`src/logic/sys_pkg.sv`:
```
package sys_pkg;

	// cpu side widths
	typedef logic [15:0] cpu_addr_t;
	typedef logic [7:0] byte_t;
	// download port address, covers all rom images
	typedef logic [16:0] dl_addr_t;

	// memory address widths
	localparam int PGROM_AW = 15;
	localparam int WKRAM_AW = 14;
	// chram, fgcolram and bgcolram all use this
	localparam int CHRAM_AW = 11;

	// base of each memory window in the cpu map
	localparam cpu_addr_t PGROM_BASE = 16'h0000;
	localparam cpu_addr_t CHRAM_BASE = 16'h9800;
	localparam cpu_addr_t FGCOLRAM_BASE = 16'hA000;
	localparam cpu_addr_t BGCOLRAM_BASE = 16'hA800;
	localparam cpu_addr_t WKRAM_BASE = 16'hC000;

	// input pages, matched on adr[15:8]
	localparam logic [7:0] PAGE_JOYSTICK = 8'h81;
	localparam logic [7:0] PAGE_PADDLE = 8'h84;
	localparam logic [7:0] PAGE_PS2_KEY = 8'h86;
	localparam logic [7:0] PAGE_TIMESTAMP = 8'h88;
	localparam logic [7:0] PAGE_TIMER = 8'h89;

	// raw input widths
	localparam int JOY_W = 192;
	localparam int PADDLE_W = 48;
	localparam int PS2_KEY_W = 11;
	localparam int TIMESTAMP_W = 33;

	// byte index bits taken from the low address
	localparam int JOY_SEL_W = 5;
	localparam int PADDLE_SEL_W = 3;
	localparam int PS2_KEY_SEL_W = 1;
	localparam int TIMESTAMP_SEL_W = 3;
	localparam int TIMER_SEL_W = 1;
	// widest index, every input is padded up to this many bytes
	localparam int BYTE_SEL_W = 5;
	localparam int PICK_W = 8 << BYTE_SEL_W;
	typedef logic [BYTE_SEL_W-1:0] byte_sel_t;
	typedef logic [PICK_W-1:0] pick_src_t;

	// download index of the program rom image
	localparam logic [7:0] DL_INDEX_PGROM = 8'd0;

	// clk_24 cycles per millisecond
	localparam int TIMER_PRESCALE = 24000;
	localparam int PRESCALE_W = $clog2(TIMER_PRESCALE);
	typedef logic [PRESCALE_W-1:0] prescale_t;
	typedef logic [15:0] timer_t;

	typedef enum logic [3:0] {
		reg_pgrom,
		reg_joystick,
		reg_paddle,
		reg_ps2_key,
		reg_timestamp,
		reg_timer,
		reg_chram,
		reg_fgcolram,
		reg_bgcolram,
		reg_wkram,
		reg_none
	} region_t;

	// one accepted bus transfer
	typedef struct packed {
		region_t region;
		cpu_addr_t addr;
		logic we;
		byte_t wdata;
		logic valid;
	} bus_req_t;

	typedef struct packed {
		dl_addr_t addr;
		byte_t data;
		logic [7:0] index;
		logic wr;
	} dl_t;

endpackage

```
`src/logic/read_response.sv`:
```
`timescale 1ns/1ps

module read_response (
	input logic clk_24,
	input logic reset,
	input sys_pkg::bus_req_t req,
	input sys_pkg::byte_t mem_rdata,
	input sys_pkg::byte_t io_rdata,
	output sys_pkg::byte_t dat_r,
	output logic ack,
	output logic done
);

	// one stage behind req, lines up with the registered read data
	logic valid_d;
	sys_pkg::region_t region_d;
	sys_pkg::byte_t rdata;

	always_ff @(posedge clk_24)
	begin
		if (reset)
			valid_d <= 1'b0;
		else
			valid_d <= req.valid;
		region_d <= req.region;
	end

	// source of the read byte
	always_comb
	begin
		case (region_d)
			sys_pkg::reg_joystick,
			sys_pkg::reg_paddle,
			sys_pkg::reg_ps2_key,
			sys_pkg::reg_timestamp,
			sys_pkg::reg_timer: rdata = io_rdata;
			sys_pkg::reg_none: rdata = '0;
			default: rdata = mem_rdata;
		endcase
	end

	// ack two edges after acceptance, for reads and writes alike
	always_ff @(posedge clk_24)
	begin
		if (reset)
			ack <= 1'b0;
		else
			ack <= valid_d;
		if (valid_d)
			dat_r <= rdata;
	end

	// frees the decoder
	assign done = ack;

endmodule

```
`config.mk`:
```
export PLATFORM = sky130hd
export DESIGN_NAME = read_response
export DESIGN_NICKNAME = d
export VERILOG_FILES = /design/src/logic/sys_pkg.sv /design/src/logic/read_response.sv
export SDC_FILE = /design/constraint.sdc
export NUM_CORES = 1
export LEC_CHECK = 0
export ABC_CLOCK_PERIOD_IN_PS = 1820
export BUFFER_PORTS_ARGS = -buffer_cell sky130_fd_sc_hd__buf_2
export CORE_UTILIZATION = 35
export CTS_BUF_LIST = sky130_fd_sc_hd__clkbuf_4 sky130_fd_sc_hd__clkbuf_8 sky130_fd_sc_hd__clkbuf_16
export DETAILED_ROUTE_END_ITERATION = 6
export GPL_TIMING_DRIVEN = 0
export PLACE_DENSITY_LB_ADDON = 0.05
export RECOVER_POWER = 50
export SYNTH_ARGS = -nofsm -noshare
export SYNTH_HDL_FRONTEND = slang
export SYNTH_SLANG_ARGS = --single-unit
```
`constraint.sdc`:
```
create_clock -name clk_24 -period 1.82 [get_ports clk_24]
set_input_delay 0.273 -clock clk_24 [delete_from_list [all_inputs] [get_ports clk_24]]
set_output_delay 0.273 -clock clk_24 [all_outputs]
set_load 0.01 [all_outputs]
```
==> impl_metrics.sql <==
INSERT INTO impl_metrics (metric_group, metric, value, unit) VALUES
('worst_setup_path', 'worstPathArrival', '1.43', 'ns'),
('clock_network', 'postCtsHoldBufs', '0', ''),
('power', 'leakagePower', '0.454', 'nW'),
('worst_setup_path', 'largest_incremental_delay_on_the_critical_path', '0.31', 'ns'),
('global_route', 'grt_first_pass_wirelength', '2470', 'um'),
('clock_network', 'htree_levels', '1', ''),
('clock_network', 'cts-root-to-sink-buffers', '2', ''),
('global_route', 'grt_remaining_overflow', '0', ''),
('synth', 'postSynthRegisterBits', '14', ''),
('worst_setup_path', 'timing.critical_path.buf_inv', '2', ''),
('clock_network', 'clk_pin_slew_worst_paths', '0.09', 'ns'),
('worst_setup_path', 'crit_path_start_kind', 'register', ''),
('timing', 'final_hold_viol_count', '0', ''),
('worst_setup_path', 'worstSetupPathType', 'reg2reg', ''),
('route', 'routed_wl', '1690', 'um'),
('floorplan', 'core_region_area', '1980', 'um2'),
('global_route', 'grt_max_degree', '11', ''),
('clock_network', 'insertion_delay', '0.29', 'ns'),
('route', 'post_route_antenna_net_violation_count', '0', ''),
('floorplan', 'die-width', '48.0', 'um'),
('floorplan', 'dieHeight', '48.0', 'um'),
('route', 'vias', '663', ''),
('floorplan', 'ioPinCount', '58', ''),
('final_layout', 'area_growth', '29.3', '%'),
('placed_design', 'io_buffer_count', '32', ''),
('worst_setup_path', 'cp_top_family', 'compound AO/OA/AOI/OAI gates', ''),
('global_route', 'antenna_found_initial', '0', ''),
('floorplan', 'floorplan.rows', '16', ''),
('floorplan', 'floorplan.initialDensity', '37.4', '%'),
('placed_design', 'dp_hpwl', '1130', 'um'),
('timing', 'setup_repair_after_global_routing_missed_its_margin', 'no', ''),
('route', 'drtPass1Iterations', '4', ''),
('worst_setup_path', 'critical_path.max_fanout', '10', ''),
('worst_setup_path', 'timing.critical_path.cells', 'buf_6, or2_1, buf_6, o32ai_1, a21oi_1', ''),
('clock_network', 'clk_root_buffer_cell', 'sky130_fd_sc_hd__clkbuf_4', ''),
('route', 'detail_route.vias_per_cell', '5.10', ''),
('synth', 'netlist_instances', '67', ''),
('min_path', 'worstHoldPathType', 'in2reg', ''),
('clock_network', 'cts_resized', '0', ''),
('clock_network', 'numClockSinks', '14', ''),
('clock_network', 'cts_tree', 'yes', ''),
('synth', 'ys_warn_count', '0', ''),
('worst_setup_path', 'worst_path_max_delay_cell', 'sky130_fd_sc_hd__dfxtp_1', ''),
('power', 'max-vdd-ir-drop', '0.368', 'mV'),
('worst_setup_path', 'critical_path.most_common_cell', 'sky130_fd_sc_hd__buf_6', ''),
('synth', 'mappedNetlistArea', '742', 'um2'),
('timing', 'timing_max_transition_violations_final', '0', ''),
('global_route', 'globalRouteTotalUtil', '16.0', '%'),
('placed_design', 'gp_congestion', '0.716', ''),
('clock_network', 'post_cts.repair.setup_buffers', '0', ''),
('floorplan', 'floorplan.die_area', '2310', 'um2'),
('clock_network', 'numCtsBuffers', '3', ''),
('final_layout', 'ratio_of_cells_with_drive_above_1_in_the_final_layout', '39.8', '%'),
('synth', 'mean_instance_size_in_the_synthesized_netlist', '11.1', 'um2'),
('timing', 'report.final.setup_viol', '0', ''),
('synth', 'synth_sequential_area_ratio', '48.6', '%'),
('final_layout', 'diodes', '0', ''),
('route', 'route.detailed.drc', '0', ''),
('timing', 'fin_skew', '0.00583', 'ns'),
('power', 'power.density', '708', 'nW/um2'),
('route', 'routed_wire_length_per_instance', '13.0', 'um'),
('timing', 'fmax', '717', 'MHz'),
('timing', 'layout_worst_path_cycle_share', '76.7', '%'),
('power', 'power.total', '0.680', 'mW'),
('synth', 'synth_cell_types', '15', ''),
('timing', 'setup_tns', '0', 'ns'),
('outcome', 'outcome', 'complete, no violations', ''),
('route', 'drt_iter0_drc', '10', ''),
('global_route', 'grt_pass1_vias', '549', ''),
('worst_setup_path', 'critical_path_required', '1.85', 'ns'),
('final_layout', 'fill_cells', '191', ''),
('timing', 'worstMarginPinSlew', '0.588', 'ns'),
('timing', 'max-slew-margin-rel', '60.7', '%'),
('worst_setup_path', 'crit_path_end_kind', 'register', ''),
('synth', 'synth.net_count', '115', ''),
('final_layout', 'design.final.nets', '152', ''),
('timing', 'post-route-min-period', '1.40', 'ns'),
('flow_run', 'max_cap_violations', '0', '');
[registers in the layout, indices dropped and copies added, names as in the netlist]
register and count:
ack 1, dat_r 8, valid_d 1, region_d 4
[worst register-to-register path, stage by stage (launching register included)]
cell                      delay (ns)
sky130_fd_sc_hd__dfxtp_1        0.31
sky130_fd_sc_hd__buf_6          0.14
sky130_fd_sc_hd__or2_1          0.22
sky130_fd_sc_hd__buf_6          0.14
sky130_fd_sc_hd__o32ai_1        0.26
sky130_fd_sc_hd__a21oi_1        0.07
[where the power goes]
group / total (mW) / internal (mW) / switching (mW)
Clock: 0.186 / 0.0797 / 0.106
Combinational: 0.133 / 0.0662 / 0.0670
Sequential: 0.361 / 0.353 / 0.00788
[cell usage in the layout, fill, tap and decap left out, types with 3 or more instances in the layout]
| master | n |
|---|---|
| sky130_fd_sc_hd__dfxtp_1 | 6 |
| sky130_fd_sc_hd__mux2i_1 | 8 |
| sky130_fd_sc_hd__nor3_1 | 8 |
| sky130_fd_sc_hd__o32ai_1 | 8 |
| sky130_fd_sc_hd__a21o_1 | 8 |
| sky130_fd_sc_hd__a21oi_1 | 8 |
| sky130_fd_sc_hd__buf_2 | 33 |
| sky130_fd_sc_hd__buf_6 | 3 |
| sky130_fd_sc_hd__clkbuf_4 | 3 |
| sky130_fd_sc_hd__edfxtp_1 | 8 |
[cell families (layout without fill, tap and decap cells)]
group	after synthesis	count (layout)	synth area share [%]
mux	8	8	10.8
compound gates	25	25	24.1
flops	14	14	48.6
buf+inv	8	44	8.09
simple gates	12	12	8.43
[worst paths after layout]
check | end | slack [ns] | cells after the start | startpoint
max | dat_r[5]$_DFFE_PP_ | 0.42 | 5 | region_d[3]$_DFF_P_
max reg2reg | dat_r[5]$_DFFE_PP_ | 0.42 | 5 | region_d[3]$_DFF_P_
min reg2reg | dat_r[7]$_DFFE_PP_ | 0.66 | 0 | valid_d$_SDFF_PP0_
min | region_d[1]$_DFF_P_ | 0.08 | 1 | req[27]
[cell type report]
| class | count | area (um2) | area share (%) |
|---|---|---|---|
| buffer | 7 | 56.3 | 5.87 |
| clock buffer | 3 | 22.5 | 2.35 |
| clock inverter | 1 | 3.75 | 0.391 |
| inverter | 1 | 3.75 | 0.391 |
| multi-input combinational | 45 | 322 | 33.5 |
| sequential | 14 | 360 | 37.5 |
| tap | 27 | 33.8 | 3.52 |
| timing repair buffer | 32 | 158 | 16.4 |
[cell usage after synthesis]
master	n	share of area, %
sky130_fd_sc_hd__buf_6	3	4.6
sky130_fd_sc_hd__nor3_1	8	5.4
sky130_fd_sc_hd__a21o_1	8	8.1
sky130_fd_sc_hd__buf_2	3	2.0
sky130_fd_sc_hd__buf_4	1	1.0
sky130_fd_sc_hd__o32ai_1	8	9.4
sky130_fd_sc_hd__dfxtp_1	6	16
sky130_fd_sc_hd__a21oi_2	1	1.2
sky130_fd_sc_hd__or2_1	1	0.84
sky130_fd_sc_hd__mux2i_1	8	11
sky130_fd_sc_hd__nor2b_1	2	1.7
sky130_fd_sc_hd__nor2_1	1	0.51
sky130_fd_sc_hd__a21oi_1	8	5.4
sky130_fd_sc_hd__edfxtp_1	8	32
sky130_fd_sc_hd__inv_1	1	0.51
[metal layers]
| layer | track usage, % | routed length [um] |
|---|---|---|
| met5 | 0 | 0 |
| met2 | 24.3 | 731 |
| met4 | 8.33 | 34 |
| met3 | 2.26 | 83 |
| met1 | 22.0 | 841 |
[per-stage QoR]
stage          cells  setup WS [ns]  utilization (%)  hold WS, ns  area, um2
3_5_place_dp     126          0.422             47.2        0.377        936
3_3_place_gp     126          0.432             47.2        0.375        936
4_1_cts          130          0.424             48.5       0.0845        962
6_report         130          0.424             48.4       0.0846        960
2_1_floorplan     67          0.502                -        0.301        742
5_1_grt          130          0.294             48.4       0.0790        960
Note: power is estimated with default switching activity, not from simulation.
