<file path="src/logic/sys_pkg.sv">
package sys_pkg;

	// cpu side widths
	typedef logic [15:0] cpu_addr_t;
	typedef logic [7:0] byte_t;
	// download port address, covers all rom images
	typedef logic [16:0] dl_addr_t;

	// memory address widths
	localparam int PGROM_AW = 15;
	localparam int WKRAM_AW = 14;
	// chram, fgcolram and bgcolram all use this
	localparam int CHRAM_AW = 11;

	// base of each memory window in the cpu map
	localparam cpu_addr_t PGROM_BASE = 16'h0000;
	localparam cpu_addr_t CHRAM_BASE = 16'h9800;
	localparam cpu_addr_t FGCOLRAM_BASE = 16'hA000;
	localparam cpu_addr_t BGCOLRAM_BASE = 16'hA800;
	localparam cpu_addr_t WKRAM_BASE = 16'hC000;

	// input pages, matched on adr[15:8]
	localparam logic [7:0] PAGE_JOYSTICK = 8'h81;
	localparam logic [7:0] PAGE_PADDLE = 8'h84;
	localparam logic [7:0] PAGE_PS2_KEY = 8'h86;
	localparam logic [7:0] PAGE_TIMESTAMP = 8'h88;
	localparam logic [7:0] PAGE_TIMER = 8'h89;

	// raw input widths
	localparam int JOY_W = 192;
	localparam int PADDLE_W = 48;
	localparam int PS2_KEY_W = 11;
	localparam int TIMESTAMP_W = 33;

	// byte index bits taken from the low address
	localparam int JOY_SEL_W = 5;
	localparam int PADDLE_SEL_W = 3;
	localparam int PS2_KEY_SEL_W = 1;
	localparam int TIMESTAMP_SEL_W = 3;
	localparam int TIMER_SEL_W = 1;
	// widest index, every input is padded up to this many bytes
	localparam int BYTE_SEL_W = 5;
	localparam int PICK_W = 8 << BYTE_SEL_W;
	typedef logic [BYTE_SEL_W-1:0] byte_sel_t;
	typedef logic [PICK_W-1:0] pick_src_t;

	// download index of the program rom image
	localparam logic [7:0] DL_INDEX_PGROM = 8'd0;

	// clk_24 cycles per millisecond
	localparam int TIMER_PRESCALE = 24000;
	localparam int PRESCALE_W = $clog2(TIMER_PRESCALE);
	typedef logic [PRESCALE_W-1:0] prescale_t;
	typedef logic [15:0] timer_t;

	typedef enum logic [3:0] {
		reg_pgrom,
		reg_joystick,
		reg_paddle,
		reg_ps2_key,
		reg_timestamp,
		reg_timer,
		reg_chram,
		reg_fgcolram,
		reg_bgcolram,
		reg_wkram,
		reg_none
	} region_t;

	// one accepted bus transfer
	typedef struct packed {
		region_t region;
		cpu_addr_t addr;
		logic we;
		byte_t wdata;
		logic valid;
	} bus_req_t;

	typedef struct packed {
		dl_addr_t addr;
		byte_t data;
		logic [7:0] index;
		logic wr;
	} dl_t;

endpackage

</file>
<file path="src/logic/input_ports.sv">
`timescale 1ns/1ps

module input_ports (
	input logic clk_24,
	input logic reset,
	input sys_pkg::bus_req_t req,
	input logic [sys_pkg::JOY_W-1:0] joystick,
	input logic [sys_pkg::PADDLE_W-1:0] paddle,
	input logic [sys_pkg::PS2_KEY_W-1:0] ps2_key,
	input logic [sys_pkg::TIMESTAMP_W-1:0] timestamp,
	output sys_pkg::byte_t io_rdata
);

	localparam sys_pkg::prescale_t PRESCALE_LAST =
		sys_pkg::prescale_t'(sys_pkg::TIMER_PRESCALE - 1);

	sys_pkg::prescale_t prescale;
	sys_pkg::timer_t timer;

	logic timer_clr;
	logic rd;

	// byte idx of a zero padded source
	// bytes past the real width come out as zero
	function automatic sys_pkg::byte_t pick_byte(
		input sys_pkg::pick_src_t src,
		input sys_pkg::byte_sel_t idx
	);
		return src[{idx, 3'd0} +: 8];
	endfunction

	// any write to the timer page clears it
	assign timer_clr = req.valid && req.we && (req.region == sys_pkg::reg_timer);
	assign rd = req.valid && !req.we;

	// millisecond timer
	always_ff @(posedge clk_24)
	begin
		if (reset || timer_clr)
		begin
			prescale <= '0;
			timer <= '0;
		end
		else if (prescale == PRESCALE_LAST)
		begin
			prescale <= '0;
			// wraps after ~65 s
			timer <= timer + 16'd1;
		end
		else
		begin
			prescale <= prescale + 1'b1;
		end
	end

	// byte readback, low address bits pick the byte
	always_ff @(posedge clk_24)
	begin
		if (rd)
		begin
			case (req.region)
				sys_pkg::reg_joystick:
					io_rdata <= pick_byte(sys_pkg::pick_src_t'(joystick),
						sys_pkg::byte_sel_t'(req.addr[sys_pkg::JOY_SEL_W-1:0]));
				sys_pkg::reg_paddle:
					io_rdata <= pick_byte(sys_pkg::pick_src_t'(paddle),
						sys_pkg::byte_sel_t'(req.addr[sys_pkg::PADDLE_SEL_W-1:0]));
				// bit 10 toggles, 9 pressed, 8 extended
				sys_pkg::reg_ps2_key:
					io_rdata <= pick_byte(sys_pkg::pick_src_t'(ps2_key),
						sys_pkg::byte_sel_t'(req.addr[sys_pkg::PS2_KEY_SEL_W-1:0]));
				// byte 4 only holds the change toggle bit
				sys_pkg::reg_timestamp:
					io_rdata <= pick_byte(sys_pkg::pick_src_t'(timestamp),
						sys_pkg::byte_sel_t'(req.addr[sys_pkg::TIMESTAMP_SEL_W-1:0]));
				// low byte at 8900, high byte at 8901
				sys_pkg::reg_timer:
					io_rdata <= pick_byte(sys_pkg::pick_src_t'(timer),
						sys_pkg::byte_sel_t'(req.addr[sys_pkg::TIMER_SEL_W-1:0]));
				default: io_rdata <= '0;
			endcase
		end
	end

endmodule

</file>
<file path="config.mk">
export PLATFORM = sky130hd
export DESIGN_NAME = input_ports
export DESIGN_NICKNAME = d
export VERILOG_FILES = /design/src/logic/sys_pkg.sv /design/src/logic/input_ports.sv
export SDC_FILE = /design/constraint.sdc
export NUM_CORES = 1
export LEC_CHECK = 0
export ABC_AREA = 1
export BUFFER_PORTS_ARGS = -buffer_cell sky130_fd_sc_hd__buf_4
export CAP_MARGIN = 20
export CORE_AREA = 4 4 124 126
export CTS_CLUSTER_DIAMETER = 120
export CTS_CLUSTER_SIZE = 12
export DETAILED_ROUTE_END_ITERATION = 12
export DIE_AREA = 0 0 128 130
export PLACE_DENSITY_LB_ADDON = 0.08
export SLEW_MARGIN = 15
export SYNTH_ARGS = -nofsm -noshare
export SYNTH_HDL_FRONTEND = slang
export SYNTH_SLANG_ARGS = --single-unit
</file>
<file path="constraint.sdc">
create_clock -name clk_24 -period 4 [get_ports clk_24]
set_clock_uncertainty 0.2 [all_clocks]
set_input_delay 0.2 -clock clk_24 [delete_from_list [all_inputs] [get_ports clk_24]]
set_output_delay 0.2 -clock clk_24 [all_outputs]
set_load 0.02 [all_outputs]
</file>
==> results of run 1 <==
synthesized netlist by cell type (all sizes together):
cell / count
nor4: 1
or2: 8
nand3b: 2
xnor2: 2
dfxtp: 31
nand3: 213
o211ai: 17
and3: 2
inv: 132
edfxtp: 8
o31ai: 2
xor2: 11
nor3: 14
o22ai: 1
o21ai: 58
a21o: 6
ha: 2
nand4: 3
clkbuf: 19
nor3b: 1
nand2: 304
buf: 43
nor2: 92
a21oi: 43
area by class of cell:
class                   count  area [um^2]  area share [%]
diodes                      1        2.502         0.03230
clock buffers               5        125.1           1.615
clock inverters             3        43.79          0.5652
inverters                 132        496.7           6.411
multi-input cells         782         3638           46.96
flip-flops and latches     39        860.8           11.11
well taps                 184        230.2           2.972
repair buffers            313         2350           30.33
flip-flops by register name (all words and copies together), names as in the netlist:
signal	count
timer	16
io_rdata	8
prescale	15
layer usage:
layer | global-route usage (%) | up-vias
met2 | 44.64 | 264
met1 | 34.04 | 3240
met5 | 0 | -
met4 | 7.803 | 0
met3 | 4.011 | 36
li1 | - | 3774
worst register-to-register path, stage by stage (launching register included):
cell and delay, ns:
dfxtp_1 0.33, ha_1 0.21, nand2_1 0.10, inv_1 0.06, nand2_1 0.09, nor2_1 0.06
nand2_1 0.33, inv_2 0.20, nor2_2 0.29, inv_2 0.16, nor3_1 0.15
per-stage QoR:
stage	total power (uW)	hold WS (ns)	util, %	instance area [um^2]	worst slack, ns
2_1_floorplan	699.4	0.2032	-	5301	2.392
6_report	1439	0.1018	54.13	7747	1.607
3_5_place_dp	993.6	0.2437	52.93	7576	1.299
4_1_cts	1448	0.09962	54.11	7745	1.611
3_3_place_gp	990.2	0.2334	52.93	7576	1.334
5_1_grt	1528	0.1351	54.11	7745	1.395
final timing paths:
check / startpoint / end / slack, ns
setup / recovery: req[29] / io_rdata[0] / 1.61
hold / removal: reset / timer[14] / 0.10
setup reg to reg: prescale[0] / prescale[6] / 1.75
hold reg to reg: prescale[0] / prescale[0] / 0.26
placed cells by master, fill, tap and decap left out, types with 3 or more instances in the layout:
master     synthesis  routed
a21o_1             6       6
a21oi_1           42      42
buf_4              4     313
clkbuf_16          0       5
dfxtp_1           31      31
edfxtp_1           8       8
inv_1            127     127
inv_2              5       4
nand2_1          302     302
nand3_1          213     213
nor2_1            87      87
nor2_2             3       3
nor3_1            14      14
o211ai_1          17      17
o21ai_0           53      53
o21ai_2            3       3
or2_2              8       8
xor2_1            11      11
where the power goes:
group	total, uW	switching [uW]	leakage (uW)	internal (uW)
logic	572	277	0.00365	295
registers	413	4.27	0.000328	409
clock network	454	160	0.0000838	294
total	1440	441	0.00407	998
cell families (layout without fill, tap and decap cells):
kind of cell | Yosys count | in the layout | share of synthesized area, %
other cells | 0 | 1 | 0
buf+inv | 194 | 453 | 15.13
simple gates | 640 | 640 | 52.28
fa+ha+maj | 2 | 2 | 0.4720
flops | 39 | 39 | 16.24
compound gates | 127 | 127 | 13.74
xor+xnor | 13 | 13 | 2.148
==> impl_results.md, run 1 <==
- DR WL met3: 1608 um
- Top sig layer: met4
- Rows: 44
- Clk buf depth: 2
- I/O pin cnt: 324
- # DRC: 0
- Worst hold path depth: 4
- DR iter-0 viols: 495
- Synth Cell Area: 0.005301 mm^2
- Pre-antenna DRT Iters: 5
- Met2 Routed Length: 10730 um
- Initial antenna violation count: 0
- Total of max-cap violations: 0
- Worst-Skew Late Latency: 0.28 ns
- Gr ovfl total: 0
- Die area: 0.01664 mm^2
- Fill cell count: 1584
- Die W: 128 um
- Worst Setup Path Type: in -> reg
- Min-Delay Path Class: in -> reg
- Hold Vio Cnt, Final: 0
- Data required, critical path: 3.83 ns
- Critical path arrival: 2.22 ns
- Worst Setup End Kind: register
- Post-synth top area cell: nand2_1
- CP Buf/Inv Count: 3
- PwrDens: 185.8 mW/mm^2
- Count of input and output buffers: 304
- Hpwl dp: 17780 um
- Root Buffer: clkbuf_16
- Mapped Avg Cell Area: 5.223 um^2
- Synthesis-to-finish area growth: 46.14%
- CP Depth: 10
- Placed insts: 1450
- Leak: 0.004065 uW
- Total wire length: 22770 um
- Post-route clock period utilization: 59.82%
- Syn Nets: 1333
- Final ANT Viol Nets: 0
- Non-filler instance count after layout: 1459
- CTS buffer count: 5
- FMAX: 417.9 MHz
- Routed via count: 7314
- Area of the core: 0.01431 mm^2
- CP Max Fanout: 35
- Worst slew margin: 35.98%
- Nets: 1591
- Layout cells sized above 1: 27.24%
- Post-synth top area share: 21.38%
- Period minus WS final: 2.393 ns
- Die Span Y: 130 um
- Cts repair resizes: 0
- Vias per inst: 5.013
- Post-synth cell types: 38
- TNS Setup: 0 ns
- WL met1: 9751 um
- CP max stage cell: nand2_2
- Main area contributors after synthesis: nand2_1, nand3_1, dfxtp_1
- #FFs+latches synth: 39
- RePlAce Congestion: 0.8980
- Cell Chain, Critical Path: buf_4 > nor2_4 > buf_4 > nand2_2 > nand2_1 > o21ai_0 > inv_1 > a21oi_1 > nand2_1 > nand3_1
- Cells after Synth: 1015
- Largest net degree at the start of global routing: 63
- Slew @ Worst Pin: 0.9592 ns
- Final setup violation count: 0
- Worst IR Drop VDD: 0.2323 mV
- Synth Warn #: 0
- TritonCTS clock tree: yes
- Starting Density: 37.04%
- GR Util All Layers: 26.09%
- DR WL/cell: 15.60 um
- Worst R2R Path Depth: 10
- Max H-tree Level: 2
- Vias in the first global route: 6841
- Top cell family by delay on the critical path: simple AND/OR/NAND/NOR gates
- Unrepaired setup endpoints after global routing: false
- Hold-fix buffers at CTS: 0
- Status: finished, final reports clean
- Critical path startpoint category: input port
- Register area share after synthesis: 16.24%
- Slowest cell delay on critical path: 0.47 ns
- Clock transition at path regs: 0.06 ns
- Post-CTS Repair Setup Buffers: 0
- Count of final max-slew check failures: 0
- CTS sink cnt: 39
- First-pass GRT wire length: 35150 um
Power figures use the tool's default switching activity.
==> run 2, diff against run 1 <==
==> constraint.sdc (replaced) <==
create_clock -name clk_24 -period 2.31 [get_ports clk_24]
set_clock_uncertainty 0.2 [all_clocks]
set_input_delay 0.1155 -clock clk_24 [delete_from_list [all_inputs] [get_ports clk_24]]
set_output_delay 0.1155 -clock clk_24 [all_outputs]
set_load 0.02 [all_outputs]
==> run 2 against run 1 <==
Worst setup slack worse by 1.1 ns. Clock-buffer cell count rose by 2. Critical endpoint is now timer[7]. Power up 73%. Global-route usage up 0.17 points. Cell count increased by 1.1%. Final area increased by 2.4%. Highest routed layer unchanged. Non-clock buffer count rose by 16. Combinational power is 78% higher.
==> impl_results.md, run 2 (synthesis results as in run 1) <==
- Max H-tree Level: 2 (unchanged)
- Critical path startpoint category: register
- Clock transition at path regs: 0.06 ns (about the same)
- Clk buf depth: 2 (unchanged)
- Min-Delay Path Class: in -> reg
- Top Registers: timer (16), prescale (15), io_rdata (8)
- Post-CTS Repair Setup Buffers: 0 (unchanged)
- Fill cell count: 1566 (-1.1%)
- CP Max Fanout: 7 (-80%)
- Worst R2R Path Depth: 7 (-3)
- Nets: 1607 (+1.0%)
- Layout cells sized above 1: 28.14% (+0.90 points)
- Data required, critical path: 2.28 ns (-1.55 ns)
- DR iter-0 viols: 514 (+3.8%)
- Hold-fix buffers at CTS: 0 (unchanged)
- TNS Setup: 0 ns (unchanged)
- Final setup violation count: 0 (unchanged)
- FMAX: 546.9 MHz
- Largest register FFs: 16 (unchanged)
- Vias in the first global route: 6877 (+0.53%)
- Post-route clock period utilization: 79.16%
- Count of final max-slew check failures: 0 (unchanged)
- Worst slew margin: 40.40% (+4.4 points)
- Multi-input logic area: 0.003638 mm^2 (unchanged)
- Reg2Reg Setup Slack: 0.48 ns (-1.27 ns)
- TritonCTS clock tree: yes
- Unrepaired setup endpoints after global routing: false
- Hold Vio Cnt, Final: 0 (unchanged)
- Worst Setup End Kind: register
- Total wire length: 22890 um (+0.52%)
- I/O pin cnt: 324 (unchanged)
- Critical R2R Launch: prescale[0]
- Cts repair resizes: 0 (unchanged)
- Total of max-cap violations: 0 (unchanged)
- Biggest register: timer
- Most common cell after layout, fill and taps aside: buf_4
- Hpwl dp: 18170 um (+2.2%)
- Final ANT Viol Nets: 0 (unchanged)
- Root Buffer: clkbuf_16
- Vias per inst: 4.959 (-1.1%)
- Synthesis-to-finish area growth: 49.59%
- PwrDens: 314.0 mW/mm^2 (+69%)
- First-pass GRT wire length: 35380 um (+0.65%)
- Count of input and output buffers: 304 (unchanged)
- Pre-antenna DRT Iters: 5 (unchanged)
- Rows: 44 (unchanged)
- Placed insts: 1466 (+1.1%)
- Non-filler instance count after layout: 1475 (+1.1%)
- Slew @ Worst Pin: 0.8864 ns (-0.07280 ns)
- Worst setup endpoint: timer[7]
- Final WS setup: 0.4814 ns (-1.126 ns)
- Reg2reg end: timer[7]
- Worst-Skew Late Latency: 0.28 ns (about the same)
- Worst Setup Path Type: reg -> reg
- Reg area: 860.8 um^2 (unchanged)
- Commonest cells after routing, fill and taps aside: buf_4, nand2_1, nand3_1, inv_1, nor2_1
- Die Span Y: 130 um (unchanged)
- Leak: 0.004166 uW (+2.5%)
- Worst Setup SP: prescale[0]
- Initial antenna violation count: 0 (unchanged)
- Gr ovfl total: 0 (unchanged)
- # DRC: 0 (unchanged)
- Routed via count: 7314 (unchanged)
- Critical path arrival: 1.80 ns (-0.42 ns)
- RePlAce Congestion: 0.9298 (+3.5%)
- CTS buffer count: 5 (unchanged)
- Period minus WS final: 1.829 ns
- CTS sink cnt: 39 (unchanged)
- Starting Density: 37.04% (unchanged)
- Worst IR Drop VDD: 0.3890 mV (+67%)
- Status: finished, final reports clean
- Pre-CTS setup slack: 0.2204 ns (-1.079 ns)
- Die area: 0.01664 mm^2 (unchanged)
- Die W: 128 um (unchanged)
- Largest net degree at the start of global routing: 62 (-1.6%)
- DR WL/cell: 15.52 um (-0.57%)
- Area of the core: 0.01431 mm^2 (unchanged)
- GR Util All Layers: 26.26% (+0.17 points)
==> run 2: worst min path at each step <==
stage / cells after the start / to / start
6_report: 6 / prescale[12] / reset
5_1_grt: 6 / prescale[12] / reset
4_1_cts: 6 / prescale[12] / reset
3_5_place_dp: 1 / prescale[0] / prescale[0]
3_3_place_gp: 1 / prescale[0] / prescale[0]
2_1_floorplan: 3 / timer[3] / reset
==> run 2: cell type report <==
type,count,area share (%)
multi-input combinational,782,45.88
timing repair buffer,329,31.93
sequential,39,10.86
inverter,132,6.264
tap,184,2.903
clock buffer,7,2.067
clock inverter,1,0.06311
antenna,1,0.03156
==> run 2: worst max-delay path, cell delays in order, from the launching register on <==
cell and delay (ns):
dfxtp_1 0.35, ha_1 0.17, nand2_1 0.08, nor2_2 0.24, nand4_2 0.22, nor2_1 0.23, nand2_1 0.06, and3_1 0.16
==> run 2: through the flow <==
| stage | total power, uW | util [%] | hold slack (ns) | instance area, um^2 |
|---|---|---|---|---|
| floorplan | 1211 | - | 0.1187 | 5301 |
| global placement | 1750 | 54.20 | 0.2314 | 7759 |
| detailed placement | 1754 | 54.20 | 0.2392 | 7759 |
| CTS | 2511 | 55.38 | 0.05464 | 7928 |
| global route | 2651 | 55.38 | 0.08819 | 7928 |
| finish | 2490 | 55.40 | 0.05567 | 7930 |
==> run 2: report_power, final <==
part	internal (uW)	switching, uW	leakage (uW)
Combinational	539	484	0.00375
Clock	493	259	0.0000850
Sequential	708	6.91	0.000328
==> run 2: per-layer routing <==
layer	up-vias	wire, um	track usage (%)	part of all wire [%]
met1	3218	9518	34.43	42
li1	3810	-	-	-
met5	-	0	0	0
met4	0	372	4.494	1.6
met2	263	11210	46.73	49
met3	23	1788	3.561	7.8
