`config.mk`:
```
export PLATFORM = sky130hd
export DESIGN_NAME = bus_decoder
export DESIGN_NICKNAME = d
export VERILOG_FILES = /design/src/logic/sys_pkg.sv /design/src/logic/bus_decoder.sv
export SDC_FILE = /design/constraint.sdc
export NUM_CORES = 1
export LEC_CHECK = 0
export ABC_AREA = 0
export BUFFER_PORTS_ARGS = -buffer_cell sky130_fd_sc_hd__buf_2
export CAP_MARGIN = 20
export CELL_PAD_IN_SITES_DETAIL_PLACEMENT = 2
export CELL_PAD_IN_SITES_GLOBAL_PLACEMENT = 2
export CORE_UTILIZATION = 27
export DETAILED_ROUTE_END_ITERATION = 7
export GPL_TIMING_DRIVEN = 0
export MAX_ROUTING_LAYER = met4
export PLACE_DENSITY_LB_ADDON = 0.3
export SYNTH_ARGS = -nofsm -noshare
export SYNTH_HDL_FRONTEND = slang
export SYNTH_SLANG_ARGS = --single-unit
```
`constraint.sdc`:
```
create_clock -name clk_24 -period 3.8 [get_ports clk_24]
set_input_delay 0.19 -clock clk_24 [delete_from_list [all_inputs] [get_ports clk_24]]
set_output_delay 0.19 -clock clk_24 [all_outputs]
set_load 0.02 [all_outputs]
```
`src/logic/sys_pkg.sv`:
```
package sys_pkg;

	// cpu side widths
	typedef logic [15:0] cpu_addr_t;
	typedef logic [7:0] byte_t;
	// download port address, covers all rom images
	typedef logic [16:0] dl_addr_t;

	// memory address widths
	localparam int PGROM_AW = 15;
	localparam int WKRAM_AW = 14;
	// chram, fgcolram and bgcolram all use this
	localparam int CHRAM_AW = 11;

	// base of each memory window in the cpu map
	localparam cpu_addr_t PGROM_BASE = 16'h0000;
	localparam cpu_addr_t CHRAM_BASE = 16'h9800;
	localparam cpu_addr_t FGCOLRAM_BASE = 16'hA000;
	localparam cpu_addr_t BGCOLRAM_BASE = 16'hA800;
	localparam cpu_addr_t WKRAM_BASE = 16'hC000;

	// input pages, matched on adr[15:8]
	localparam logic [7:0] PAGE_JOYSTICK = 8'h81;
	localparam logic [7:0] PAGE_PADDLE = 8'h84;
	localparam logic [7:0] PAGE_PS2_KEY = 8'h86;
	localparam logic [7:0] PAGE_TIMESTAMP = 8'h88;
	localparam logic [7:0] PAGE_TIMER = 8'h89;

	// raw input widths
	localparam int JOY_W = 192;
	localparam int PADDLE_W = 48;
	localparam int PS2_KEY_W = 11;
	localparam int TIMESTAMP_W = 33;

	// byte index bits taken from the low address
	localparam int JOY_SEL_W = 5;
	localparam int PADDLE_SEL_W = 3;
	localparam int PS2_KEY_SEL_W = 1;
	localparam int TIMESTAMP_SEL_W = 3;
	localparam int TIMER_SEL_W = 1;
	// widest index, every input is padded up to this many bytes
	localparam int BYTE_SEL_W = 5;
	localparam int PICK_W = 8 << BYTE_SEL_W;
	typedef logic [BYTE_SEL_W-1:0] byte_sel_t;
	typedef logic [PICK_W-1:0] pick_src_t;

	// download index of the program rom image
	localparam logic [7:0] DL_INDEX_PGROM = 8'd0;

	// clk_24 cycles per millisecond
	localparam int TIMER_PRESCALE = 24000;
	localparam int PRESCALE_W = $clog2(TIMER_PRESCALE);
	typedef logic [PRESCALE_W-1:0] prescale_t;
	typedef logic [15:0] timer_t;

	typedef enum logic [3:0] {
		reg_pgrom,
		reg_joystick,
		reg_paddle,
		reg_ps2_key,
		reg_timestamp,
		reg_timer,
		reg_chram,
		reg_fgcolram,
		reg_bgcolram,
		reg_wkram,
		reg_none
	} region_t;

	// one accepted bus transfer
	typedef struct packed {
		region_t region;
		cpu_addr_t addr;
		logic we;
		byte_t wdata;
		logic valid;
	} bus_req_t;

	typedef struct packed {
		dl_addr_t addr;
		byte_t data;
		logic [7:0] index;
		logic wr;
	} dl_t;

endpackage

```
`src/logic/bus_decoder.sv`:
```
`timescale 1ns/1ps

module bus_decoder (
	input logic clk_24,
	input logic reset,
	input logic cyc,
	input logic stb,
	input logic we,
	input sys_pkg::cpu_addr_t adr,
	input sys_pkg::byte_t dat_w,
	input logic done,
	output sys_pkg::bus_req_t req
);

	typedef enum logic {
		idle,
		busy
	} state_t;

	state_t state;

	// 64k map to target region, unlisted addresses fall to reg_none
	function automatic sys_pkg::region_t decode(input sys_pkg::cpu_addr_t a);
		sys_pkg::region_t r;
		r = sys_pkg::reg_none;
		if (a[15:sys_pkg::PGROM_AW] == sys_pkg::PGROM_BASE[15:sys_pkg::PGROM_AW])
			r = sys_pkg::reg_pgrom;
		else if (a[15:sys_pkg::WKRAM_AW] == sys_pkg::WKRAM_BASE[15:sys_pkg::WKRAM_AW])
			r = sys_pkg::reg_wkram;
		else if (a[15:sys_pkg::CHRAM_AW] == sys_pkg::CHRAM_BASE[15:sys_pkg::CHRAM_AW])
			r = sys_pkg::reg_chram;
		else if (a[15:sys_pkg::CHRAM_AW] == sys_pkg::FGCOLRAM_BASE[15:sys_pkg::CHRAM_AW])
			r = sys_pkg::reg_fgcolram;
		else if (a[15:sys_pkg::CHRAM_AW] == sys_pkg::BGCOLRAM_BASE[15:sys_pkg::CHRAM_AW])
			r = sys_pkg::reg_bgcolram;
		else
		begin
			// input pages are 256 bytes each
			case (a[15:8])
				sys_pkg::PAGE_JOYSTICK: r = sys_pkg::reg_joystick;
				sys_pkg::PAGE_PADDLE: r = sys_pkg::reg_paddle;
				sys_pkg::PAGE_PS2_KEY: r = sys_pkg::reg_ps2_key;
				sys_pkg::PAGE_TIMESTAMP: r = sys_pkg::reg_timestamp;
				sys_pkg::PAGE_TIMER: r = sys_pkg::reg_timer;
				default: r = sys_pkg::reg_none;
			endcase
		end
		return r;
	endfunction

	always_ff @(posedge clk_24)
	begin
		if (reset)
		begin
			state <= idle;
			req.valid <= 1'b0;
		end
		else
		begin
			// valid is a single cycle pulse
			req.valid <= 1'b0;
			case (state)
				idle:
				begin
					if (cyc && stb)
					begin
						req.region <= decode(adr);
						req.addr <= adr;
						req.we <= we;
						req.wdata <= dat_w;
						req.valid <= 1'b1;
						state <= busy;
					end
				end
				busy:
				begin
					// ack is high this cycle, master drops stb before the next edge
					if (done)
						state <= idle;
				end
				default: state <= idle;
			endcase
		end
	end

endmodule

```
==> results of run 1 <==
## flip-flops by register name, summed over array words and instances, names as in the netlist
register	cells
req	30
state	1
## where the power goes
part | switching (uW) | internal, uW
clock network | 115 | 121
registers | 2.85 | 385
logic | 36.5 | 25.0
total | 154 | 532
## logic make-up after synthesis
kind of cell / share of synthesized area [%]
buffers and inverters: 0.346
multiplexers: 1.38
AO/OA/AOI/OAI: 7.84
AND/OR/NAND/NOR: 6.46
flip-flops: 84.0
## routing by layer
layer  vias up  global-route usage, %  wire, um  part of all wire [%]
met3         3                   6.94       270                   9.8
met2        45                   25.3      1450                    53
met4         0                   5.71        31                   1.1
li1        362                      -         -                     -
met1       381                   15.4      1010                    36
met5         -                      -         0                     0
## metrics by stage
step	util [%]	area (sq um)	total power (uW)
3_5_place_dp	39.1	1460	458
4_1_cts	41.2	1540	699
5_1_grt	41.2	1540	718
2_1_floorplan	-	1080	422
6_report	41.2	1540	686
3_3_place_gp	38.5	1440	452
## cell usage in the layout, fill, tap and decap left out
cell type	instances
buf_2	59
edfxtp_1	29
clkbuf_8	5
nor2_1	4
nor2b_1	3
a21oi_1	2
o21ai_1	2
dfxtp_1	2
nand2_1	1
nor3_2	1
and3b_1	1
o21bai_1	1
inv_1	1
o21ai_0	1
o22ai_1	1
o21a_1	1
nand2b_1	1
a22oi_1	1
o31ai_1	1
mux2_4	1
o21ai_2	1
nand3b_1	1
a21boi_1	1
nor3_1	1
a21o_1	1
clkinv_2	1
clkinv_1	1
buf_4	1
buf_6	1
## critical path: stages, from the launching register on
cell	delay, ns
dfxtp_1	0.34
nor3_2	0.60
buf_4	0.33
## synth_stat cells (all sizes together) (2+ instances only)
cell type and number:
dfxtp 2, o21ai 4, nor2 4, edfxtp 29
nor2b 3, a21oi 2, nor3 2
## worst max-delay path by stage
stage / start / end / slack (ns) / cells after the start
floorplan: state / req[10] / 0.94 / 1
global placement: state / req[6] / 0.15 / 1
detailed placement: state / req[26] / 2.22 / 2
CTS: state / req[26] / 2.21 / 2
global route: state / req[26] / 2.12 / 2
finish: state / req[26] / 2.23 / 2
## area by class of cell
type,count,area (sq um)
timing repair buffer,61,314
tap,48,60.1
inverter,1,3.75
clock buffer,5,68.8
sequential,31,911
multi-input combinational,27,175
fill,394,2200
clock inverter,2,8.76
==> flow_metrics.env, run 1 <==
export IMPL_cts_root_buf="clkbuf_8"
export IMPL_postCtsSetupBuffers=0
export IMPL_min_to="req[6]"
export IMPL_ant_nets=0
export IMPL_ctsLongestPathBuffers=2
export IMPL_synth_cell_types=22
export IMPL_ir_drop_mv=0.147
export IMPL_dieArea_sq_um=4280
export IMPL_path_class="flip-flop to flip-flop"
export IMPL_r2r_setup_slack_ns=2.23
export IMPL_drive_above_1_share_pct=55.1
export IMPL_dp_cells=168
export IMPL_fin_skew_ns=0.00825
export IMPL_start_kind="flip-flop"
export IMPL_p_leak_uw=0.000648
export IMPL_syn2layout_area_growth_pct=42.1
export IMPL_avgSynthCellArea_sq_um=18.4
export IMPL_maxSlewHeadroom_pct=53.2
export IMPL_finalCritPeriodShare_pct=41.4
export IMPL_reg2reg_to="req[26]"
export IMPL_drc_errors=0
export IMPL_synth_warnings=0
export IMPL_fin_nets=157
export IMPL_port_buffers=59
export IMPL_initial_core_util_pct=29.0
export IMPL_crit_arrival_ns=1.55
export IMPL_die_h_um=65.4
export IMPL_synthArstFlopShare_pct=0
export IMPL_crit_required_ns=3.78
export IMPL_r2r_cells=2
export IMPL_cts_max_level=2
export IMPL_synth_top_cell_area_share_pct=80.3
export IMPL_die_w_um=65.4
export IMPL_crit_path_end_kind="flip-flop"
export IMPL_antenna_found_initial=0
export IMPL_cts_tree="built"
export IMPL_post_cts_resized=0
export IMPL_grt_pass1_vias=879
export IMPL_min_period_ns=1.57
export IMPL_cts_buffers=5
export IMPL_clkSlewWorstSetupHoldPaths_ns=0.07
export IMPL_core_region_area_sq_um=3740
export IMPL_rr_startpoint="state"
export IMPL_gr_usage_all_layers_pct=15.1
export IMPL_insertion_delay_ns=0.28
export IMPL_yosysSeqAreaShare_pct=84.0
export IMPL_holdWs_ns=0.0804
export IMPL_slew_viol_final=0
export IMPL_num_rows=22
export IMPL_final_hold_viol_count=0
export IMPL_final_cells=175
export IMPL_grt_pass1_wl_um=4380
export IMPL_vias=791
export IMPL_diodes=0
export IMPL_setup_slack_ns=2.23
export IMPL_tightestPinTransition_ns=0.698
export IMPL_tns_ns=0
export IMPL_overflow=0
export IMPL_setup_violations=0
export IMPL_synth_edf_count=29
export IMPL_max_freq_mhz=635
export IMPL_worstPathMaxFanout=12
export IMPL_dp_hpwl_um=2210
export IMPL_dr_first_iter_drc_count=56
export IMPL_yosysTopAreaCell="edfxtp_1"
export IMPL_viasPerCell=4.52
export IMPL_status="finished clean"
export IMPL_gp_congestion=0.701
export IMPL_worstHoldStart="dat_w[5]"
export IMPL_synth_area_top_cells="edfxtp_1 80%, dfxtp_1 3.7%, nor2b_1 1.7%, mux2_4 1.4%, nor2_1 1.4%"
export IMPL_syn_nets=89
export IMPL_io_pins=60
export IMPL_powerDensity_nw_per_um2=445
export IMPL_grt_max_degree=13
export IMPL_wl_per_cell_um=15.8
export IMPL_post_place_ws_ns=2.22
export IMPL_drt_first_pass_iters=3
export IMPL_min_delay_path_class="input pin to flip-flop"
export IMPL_synth_cells=59
export IMPL_hold_buffers=0
export IMPL_cts_sinks=31
export IMPL_ys_ff_latch=31
export IMPL_cap_violations=0
export IMPL_holdPathStages=1
export IMPL_rsz0062_at_grt="no"
export IMPL_routed_wl_um=2760
export IMPL_ys_flop_type="edfxtp_1"
export IMPL_syn_cell_area_sq_um=1080
No activity file was read; power rests on OpenSTA's default activity.
==> run 2, diff against run 1 <==
--- a/config.mk
+++ b/config.mk
@@ -5,7 +5,7 @@
 export SDC_FILE = /design/constraint.sdc
 export NUM_CORES = 1
 export LEC_CHECK = 0
-export ABC_AREA = 0
+export ABC_AREA = 1
 export BUFFER_PORTS_ARGS = -buffer_cell sky130_fd_sc_hd__buf_2
 export CAP_MARGIN = 20
 export CELL_PAD_IN_SITES_DETAIL_PLACEMENT = 2
==> constraint.sdc (replaced) <==
create_clock -name clk_24 -period 1.6 [get_ports clk_24]
set_input_delay 0.08 -clock clk_24 [delete_from_list [all_inputs] [get_ports clk_24]]
set_output_delay 0.08 -clock clk_24 [all_outputs]
set_load 0.02 [all_outputs]
==> run 2 against run 1 <==
  * Global-route usage grew 1.5 points
  * Critical path depth unchanged
  * Highest routed layer unchanged
  * Largest power group unchanged
  * Routed wire length rose by 25%
  * Non-clock buffer count is 15 higher
  * Area after synthesis increased by 2.3%
  * Via count increased by 12%
  * Largest cell class unchanged
  * Clock skew is 0.0014 ns higher
  * Sequential power is 140% higher
  * Maximum frequency is 12% higher
==> flow_metrics.env, run 2 <==
export IMPL_status="finished clean"
export IMPL_finalCritPeriodShare_pct=87.9
export IMPL_min_delay_path_class="input pin to flip-flop"
export IMPL_cp_slowest_cell="nor2_4"
export IMPL_dp_hpwl_um=1940
export IMPL_cts_tree="built"
export IMPL_cts_max_level=2
export IMPL_tightestPinTransition_ns=0.436
export IMPL_io_pins=60
export IMPL_maxSlewHeadroom_pct=70.9
export IMPL_grt_pass1_wl_um=4840
export IMPL_synth_most_common_cell="edfxtp_1"
export IMPL_cts_buffers=5
export IMPL_slew_viol_final=0
export IMPL_final_common_cell="buf_2"
export IMPL_vias=887
export IMPL_core_region_area_sq_um=3800
export IMPL_synth_warnings=0
export IMPL_drc_errors=0
export IMPL_p_leak_uw=0.000729
export IMPL_die_h_um=66.1
export IMPL_most_common_layout_cells="59 x buf_2, 29 x edfxtp_1, 17 x dlygate4sd3_1, 8 x nand3_1"
export IMPL_yosysSeqAreaShare_pct=82.1
export IMPL_synth_cells=69
export IMPL_ys_ff_latch=31
export IMPL_setup_violations=0
export IMPL_cts_sinks=31
export IMPL_viasPerCell=4.39
export IMPL_insertion_delay_ns=0.28
export IMPL_synth_edf_count=29
export IMPL_die_w_um=66.1
export IMPL_antenna_found_initial=0
export IMPL_crit_path_end_kind="flip-flop"
export IMPL_diodes=0
export IMPL_synth_top_cell_area_share_pct=78.5
export IMPL_avgSynthCellArea_sq_um=16.1
export IMPL_path_class="flip-flop to flip-flop"
export IMPL_placement_cell_area_sq_um=1470
export IMPL_ys_flop_type="edfxtp_1"
export IMPL_routed_wl_um=3440
export IMPL_yosysTopAreaCell="edfxtp_1"
export IMPL_crit_arrival_ns=1.34
export IMPL_fillers=396
export IMPL_cap_violations=0
export IMPL_num_rows=22
export IMPL_syn2layout_area_growth_pct=56.3
export IMPL_setup_slack_ns=0.194
export IMPL_worstPathMaxFanout=14
export IMPL_synth_cell_types=16
export IMPL_clkSlewWorstSetupHoldPaths_ns=0.06
export IMPL_grt_max_degree=30
export IMPL_tns_ns=0
export IMPL_max_freq_mhz=711
export IMPL_post_place_ws_ns=0.0311
export IMPL_wl_per_cell_um=17.0
export IMPL_design_area_sq_um=1730
export IMPL_crit_required_ns=1.53
export IMPL_ant_nets=0
export IMPL_dieArea_sq_um=4370
export IMPL_drt_first_pass_iters=3
export IMPL_start_kind="flip-flop"
export IMPL_fin_skew_ns=0.00968
export IMPL_overflow=0
export IMPL_ctsLongestPathBuffers=2
export IMPL_cpPeakStageDelay_ns=0.43
export IMPL_largest_reg_flops=30
export IMPL_path_cells="nand3b_1 -> nor2_4"
export IMPL_postCtsSetupBuffers=0
export IMPL_gr_usage_all_layers_pct=16.6
export IMPL_drive_above_1_share_pct=49.4
export IMPL_grt_pass1_vias=972
export IMPL_gp_congestion=0.780
export IMPL_rsz0062_at_grt="no"
export IMPL_syn_cell_area_sq_um=1110
export IMPL_multi_input_area_sq_um=195
export IMPL_powerDensity_nw_per_um2=972
export IMPL_initial_core_util_pct=29.2
export IMPL_ir_drop_mv=0.291
export IMPL_synthArstFlopShare_pct=0
export IMPL_synth_area_top_cells="edfxtp_1 78%, dfxtp_1 3.6%, nand3_1 3.6%, nand2_2 2.3%, nor2_1 2.0%"
export IMPL_final_hold_viol_count=0
export IMPL_cts_root_buf="clkbuf_8"
export IMPL_fin_nets=183
export IMPL_dr_first_iter_drc_count=59
export IMPL_syn_nets=99
export IMPL_largest_registers="req x30, state x1"
export IMPL_netlist_top_cells_count="29 x edfxtp_1, 8 x nand3_1, 6 x nor2_1"
export IMPL_top_register="req"
export IMPL_port_buffers=59
export IMPL_final_seq_area_sq_um=911
export IMPL_min_period_ns=1.41
## run 2: cell types whose count changed in the layout (fill, tap and decap cells not counted), sizes merged, moves of 2 or more
cell,before,now
nand3,0,9
nor3,2,0
nand2,1,8
buf,61,59
dlygate4sd3,0,17
nor2,4,9
nand4,0,3
o21ai,4,0
clkbuf,5,8
clkinv,2,0
nor2b,3,0
inv,1,6
## run 2: repair_timing
item / CTS / global route
hold buffers: 17 / 0
endpoints found under the hold margin: 17 / 0
gates resized for setup: 0 / 1
endpoints found under the setup margin: 0 / 29
## run 2: area by class of cell
type                       instances  share of cell area [%]
sequential                        31                    52.5
clock buffer                       8                    4.62
inverter                           6                    1.30
multi-input combinational         33                    11.3
tap                               48                    3.46
timing repair buffer              76                    26.8
## run 2: final timing paths
kind | slack (ns) | startpoint | end | cells past startpoint
max reg2reg | 0.19 | state | req[9] | 2
min reg2reg | 0.50 | state | state | 2
max | 0.19 | state | req[9] | 2
min | 0.008 | adr[8] | req[18] | 1
## run 2: where the power goes
group,leakage [uW],internal [uW],total [uW],switching (uW)
combinational,0.000408,79.8,182,102
clock,0.0000395,308,583,274
sequential,0.000281,915,922,7.00
## run 2: logic make-up (layout without fill, tap and decap cells)
family | count (synthesis) | in the layout | synth area share [%]
buffers and inverters | 6 | 90 | 2.03
DFF | 31 | 31 | 82.1
and+or+nand+nor | 31 | 32 | 15.4
AOI/OAI and AO/OA | 1 | 1 | 0.451
## run 2: metal layers
metal | wire (um) | vias up | track usage, %
li1 | - | 416 | -
met3 | 263 | 7 | 4.31
met1 | 1150 | 419 | 13.3
met2 | 1970 | 45 | 33.7
met5 | 0 | - | -
met4 | 57 | 0 | 7.98
## run 2: stage by stage
step	util (%)	instances	power (uW)	hold slack [ns]
after floorplan	-	69	1010	0.149
after global placement	38.8	176	1070	0.257
after detailed placement	38.8	176	1080	0.259
after CTS	45.4	201	1680	0.00332
after global routing	45.7	202	1740	0.0137
final	45.7	202	1690	0.00850
## run 2: worst max-delay path: cells and delay by family, from the launching register on
kind / cells / cell delay [ns]
flip-flops: 1 / 0.32
AND/OR/NAND/NOR: 2 / 0.74
==> run 3, diff against run 2 <==
--- a/config.mk
+++ b/config.mk
@@ -5,7 +5,6 @@
 export SDC_FILE = /design/constraint.sdc
 export NUM_CORES = 1
 export LEC_CHECK = 0
-export ABC_AREA = 1
 export BUFFER_PORTS_ARGS = -buffer_cell sky130_fd_sc_hd__buf_2
 export CAP_MARGIN = 20
 export CELL_PAD_IN_SITES_DETAIL_PLACEMENT = 2
@@ -14,7 +13,8 @@
 export DETAILED_ROUTE_END_ITERATION = 7
 export GPL_TIMING_DRIVEN = 0
 export MAX_ROUTING_LAYER = met4
-export PLACE_DENSITY_LB_ADDON = 0.3
+export PLACE_DENSITY = 0.87
+export SKIP_CTS_REPAIR_TIMING = 1
 export SYNTH_ARGS = -nofsm -noshare
 export SYNTH_HDL_FRONTEND = slang
 export SYNTH_SLANG_ARGS = --single-unit
==> run 3 against run 2 <==
  * Final cell count shrank 5.0%
  * Largest power group unchanged
  * Highest routed layer unchanged
  * Maximum frequency shrank 4.9%
  * Clock skew shrank 0.0072 ns
==> flow_metrics.env, run 3 (synthesized netlist as in run 1, its figures left out) <==
export IMPL_initial_core_util_pct=29.0
export IMPL_drc_errors=0
export IMPL_ant_nets=0
export IMPL_swShare_pct=20.2
export IMPL_path_class="flip-flop to flip-flop"
export IMPL_cts_max_level=2
export IMPL_p_seq_share_pct=50.4
export IMPL_min_period_ns=1.48
export IMPL_finalCritPeriodShare_pct=92.4
export IMPL_drive_above_1_share_pct=48.6
export IMPL_crit_required_ns=1.58
export IMPL_pwr_share_clk_pct=39.7
export IMPL_rsz0062_at_grt="no"
export IMPL_crit_arrival_ns=1.46
export IMPL_p_int_uw=1460
export IMPL_wl_per_cell_um=14.6
export IMPL_final_common_cell="buf_2"
export IMPL_wl_met2_um=1650
export IMPL_rr_startpoint="state"
export IMPL_cap_violations=0
export IMPL_maxSlewHeadroom_pct=54.8
export IMPL_cpPeakStageDelay_ns=0.60
export IMPL_final_hold_viol_count=0
export IMPL_tightestPinTransition_ns=0.676
export IMPL_dp_hpwl_um=2030
export IMPL_placement_cell_area_sq_um=1480
export IMPL_min_delay_path_class="input pin to flip-flop"
export IMPL_routed_wl_um=2810
export IMPL_crit_path_end_kind="flip-flop"
export IMPL_diodes=0
export IMPL_die_h_um=65.4
export IMPL_slew_viol_final=0
export IMPL_status="finished clean"
export IMPL_cts_sinks=31
export IMPL_p_leak_uw=0.000733
export IMPL_worstPathMaxFanout=18
export IMPL_powerDensity_nw_per_um2=1040
export IMPL_cp_slowest_cell="nor3_4"
export IMPL_dr_wl_met3_um=152
export IMPL_insertion_delay_ns=0.27
export IMPL_max_freq_mhz=676
export IMPL_final_cells=192
export IMPL_vias=821
export IMPL_ir_drop_mv=0.474
export IMPL_top_register="req"
export IMPL_setup_violations=0
export IMPL_top_layer_used="met4"
export IMPL_crit_family="simple AND/OR/NAND/NOR gates"
export IMPL_worstHoldStart="adr[9]"
export IMPL_clkSlewWorstSetupHoldPaths_ns=0.06
export IMPL_grt_pass1_vias=818
export IMPL_dp_cells=167
export IMPL_die_w_um=65.4
export IMPL_final_core_utilization_pct=46.9
export IMPL_largest_registers="req x30, state x1"
export IMPL_largest_reg_flops=30
export IMPL_post_place_ws_ns=0.105
export IMPL_drt_first_pass_iters=4
export IMPL_cts_tree="built"
export IMPL_core_region_area_sq_um=3740
export IMPL_antenna_found_initial=0
export IMPL_gr_usage_all_layers_pct=12.9
export IMPL_num_rows=22
export IMPL_start_kind="flip-flop"
export IMPL_fin_skew_ns=0.00250
export IMPL_path_cells="nor3_4 -> buf_16"
export IMPL_tns_ns=0
export IMPL_wl_met1_um=994
export IMPL_cts_root_buf="clkbuf_8"
export IMPL_overflow=0
export IMPL_gp_congestion=0.703
export IMPL_crit_buf_inv=1
export IMPL_switchingPower_uw=369
export IMPL_cts_buffers=5
export IMPL_fin_nets=173
export IMPL_grt_max_degree=19
export IMPL_syn2layout_area_growth_pct=61.9
export IMPL_grt_pass1_wl_um=3820
export IMPL_crit_start="state"
export IMPL_most_common_layout_cells="59 x buf_2, 29 x edfxtp_1, 17 x dlygate4sd3_1, 5 x clkbuf_8, 4 x nor2_1"
export IMPL_design_area_sq_um=1760
export IMPL_io_pins=60
export IMPL_port_buffers=59
export IMPL_setup_slack_ns=0.121
export IMPL_ctsLongestPathBuffers=2
export IMPL_viasPerCell=4.28
export IMPL_combPwrFrac_pct=9.9
export IMPL_dr_first_iter_drc_count=31
export IMPL_dieArea_sq_um=4280
[run 3: final timing paths]
kind	slack, ns	cells after the start	to
worst max-delay path	0.12	2	req[17]
worst min-delay path	0.03	1	req[19]
worst max register to register	0.12	2	req[17]
worst min register to register	0.53	1	req[0]
[run 3: power groups by stage]
stage | Combinational [uW] | Sequential [uW] | Clock (uW)
final | 181 | 922 | 725
after global routing | 197 | 923 | 785
after CTS | 151 | 922 | 745
after detailed placement | 151 | 940 | 0
after global placement | 135 | 938 | 0
after floorplan | 37.1 | 967 | 0
[run 3: cell type report]
class | count | area, sq um
Timing Repair Buffer | 77 | 493
Clock buffer | 5 | 68.8
Inverter | 1 | 3.75
Sequential cell | 31 | 911
Clock inverter | 3 | 38.8
Multi-Input combinational cell | 27 | 181
Fill cell | 394 | 1990
Tap cell | 48 | 60.1
[run 3: layer usage]
| metal | vias up | track usage, % |
|---|---|---|
| met1 | 393 | 12.3 |
| met4 | 0 | 4.08 |
| met5 | - | - |
| met2 | 32 | 23.2 |
| li1 | 394 | - |
| met3 | 2 | 5.38 |
[run 3: through the flow]
step,hold WS [ns],total power [uW]
finish,0.0270,1830
global route,0.0136,1910
CTS,-0.0273,1820
detailed placement,0.259,1090
global placement,0.257,1070
floorplan,0.157,1000
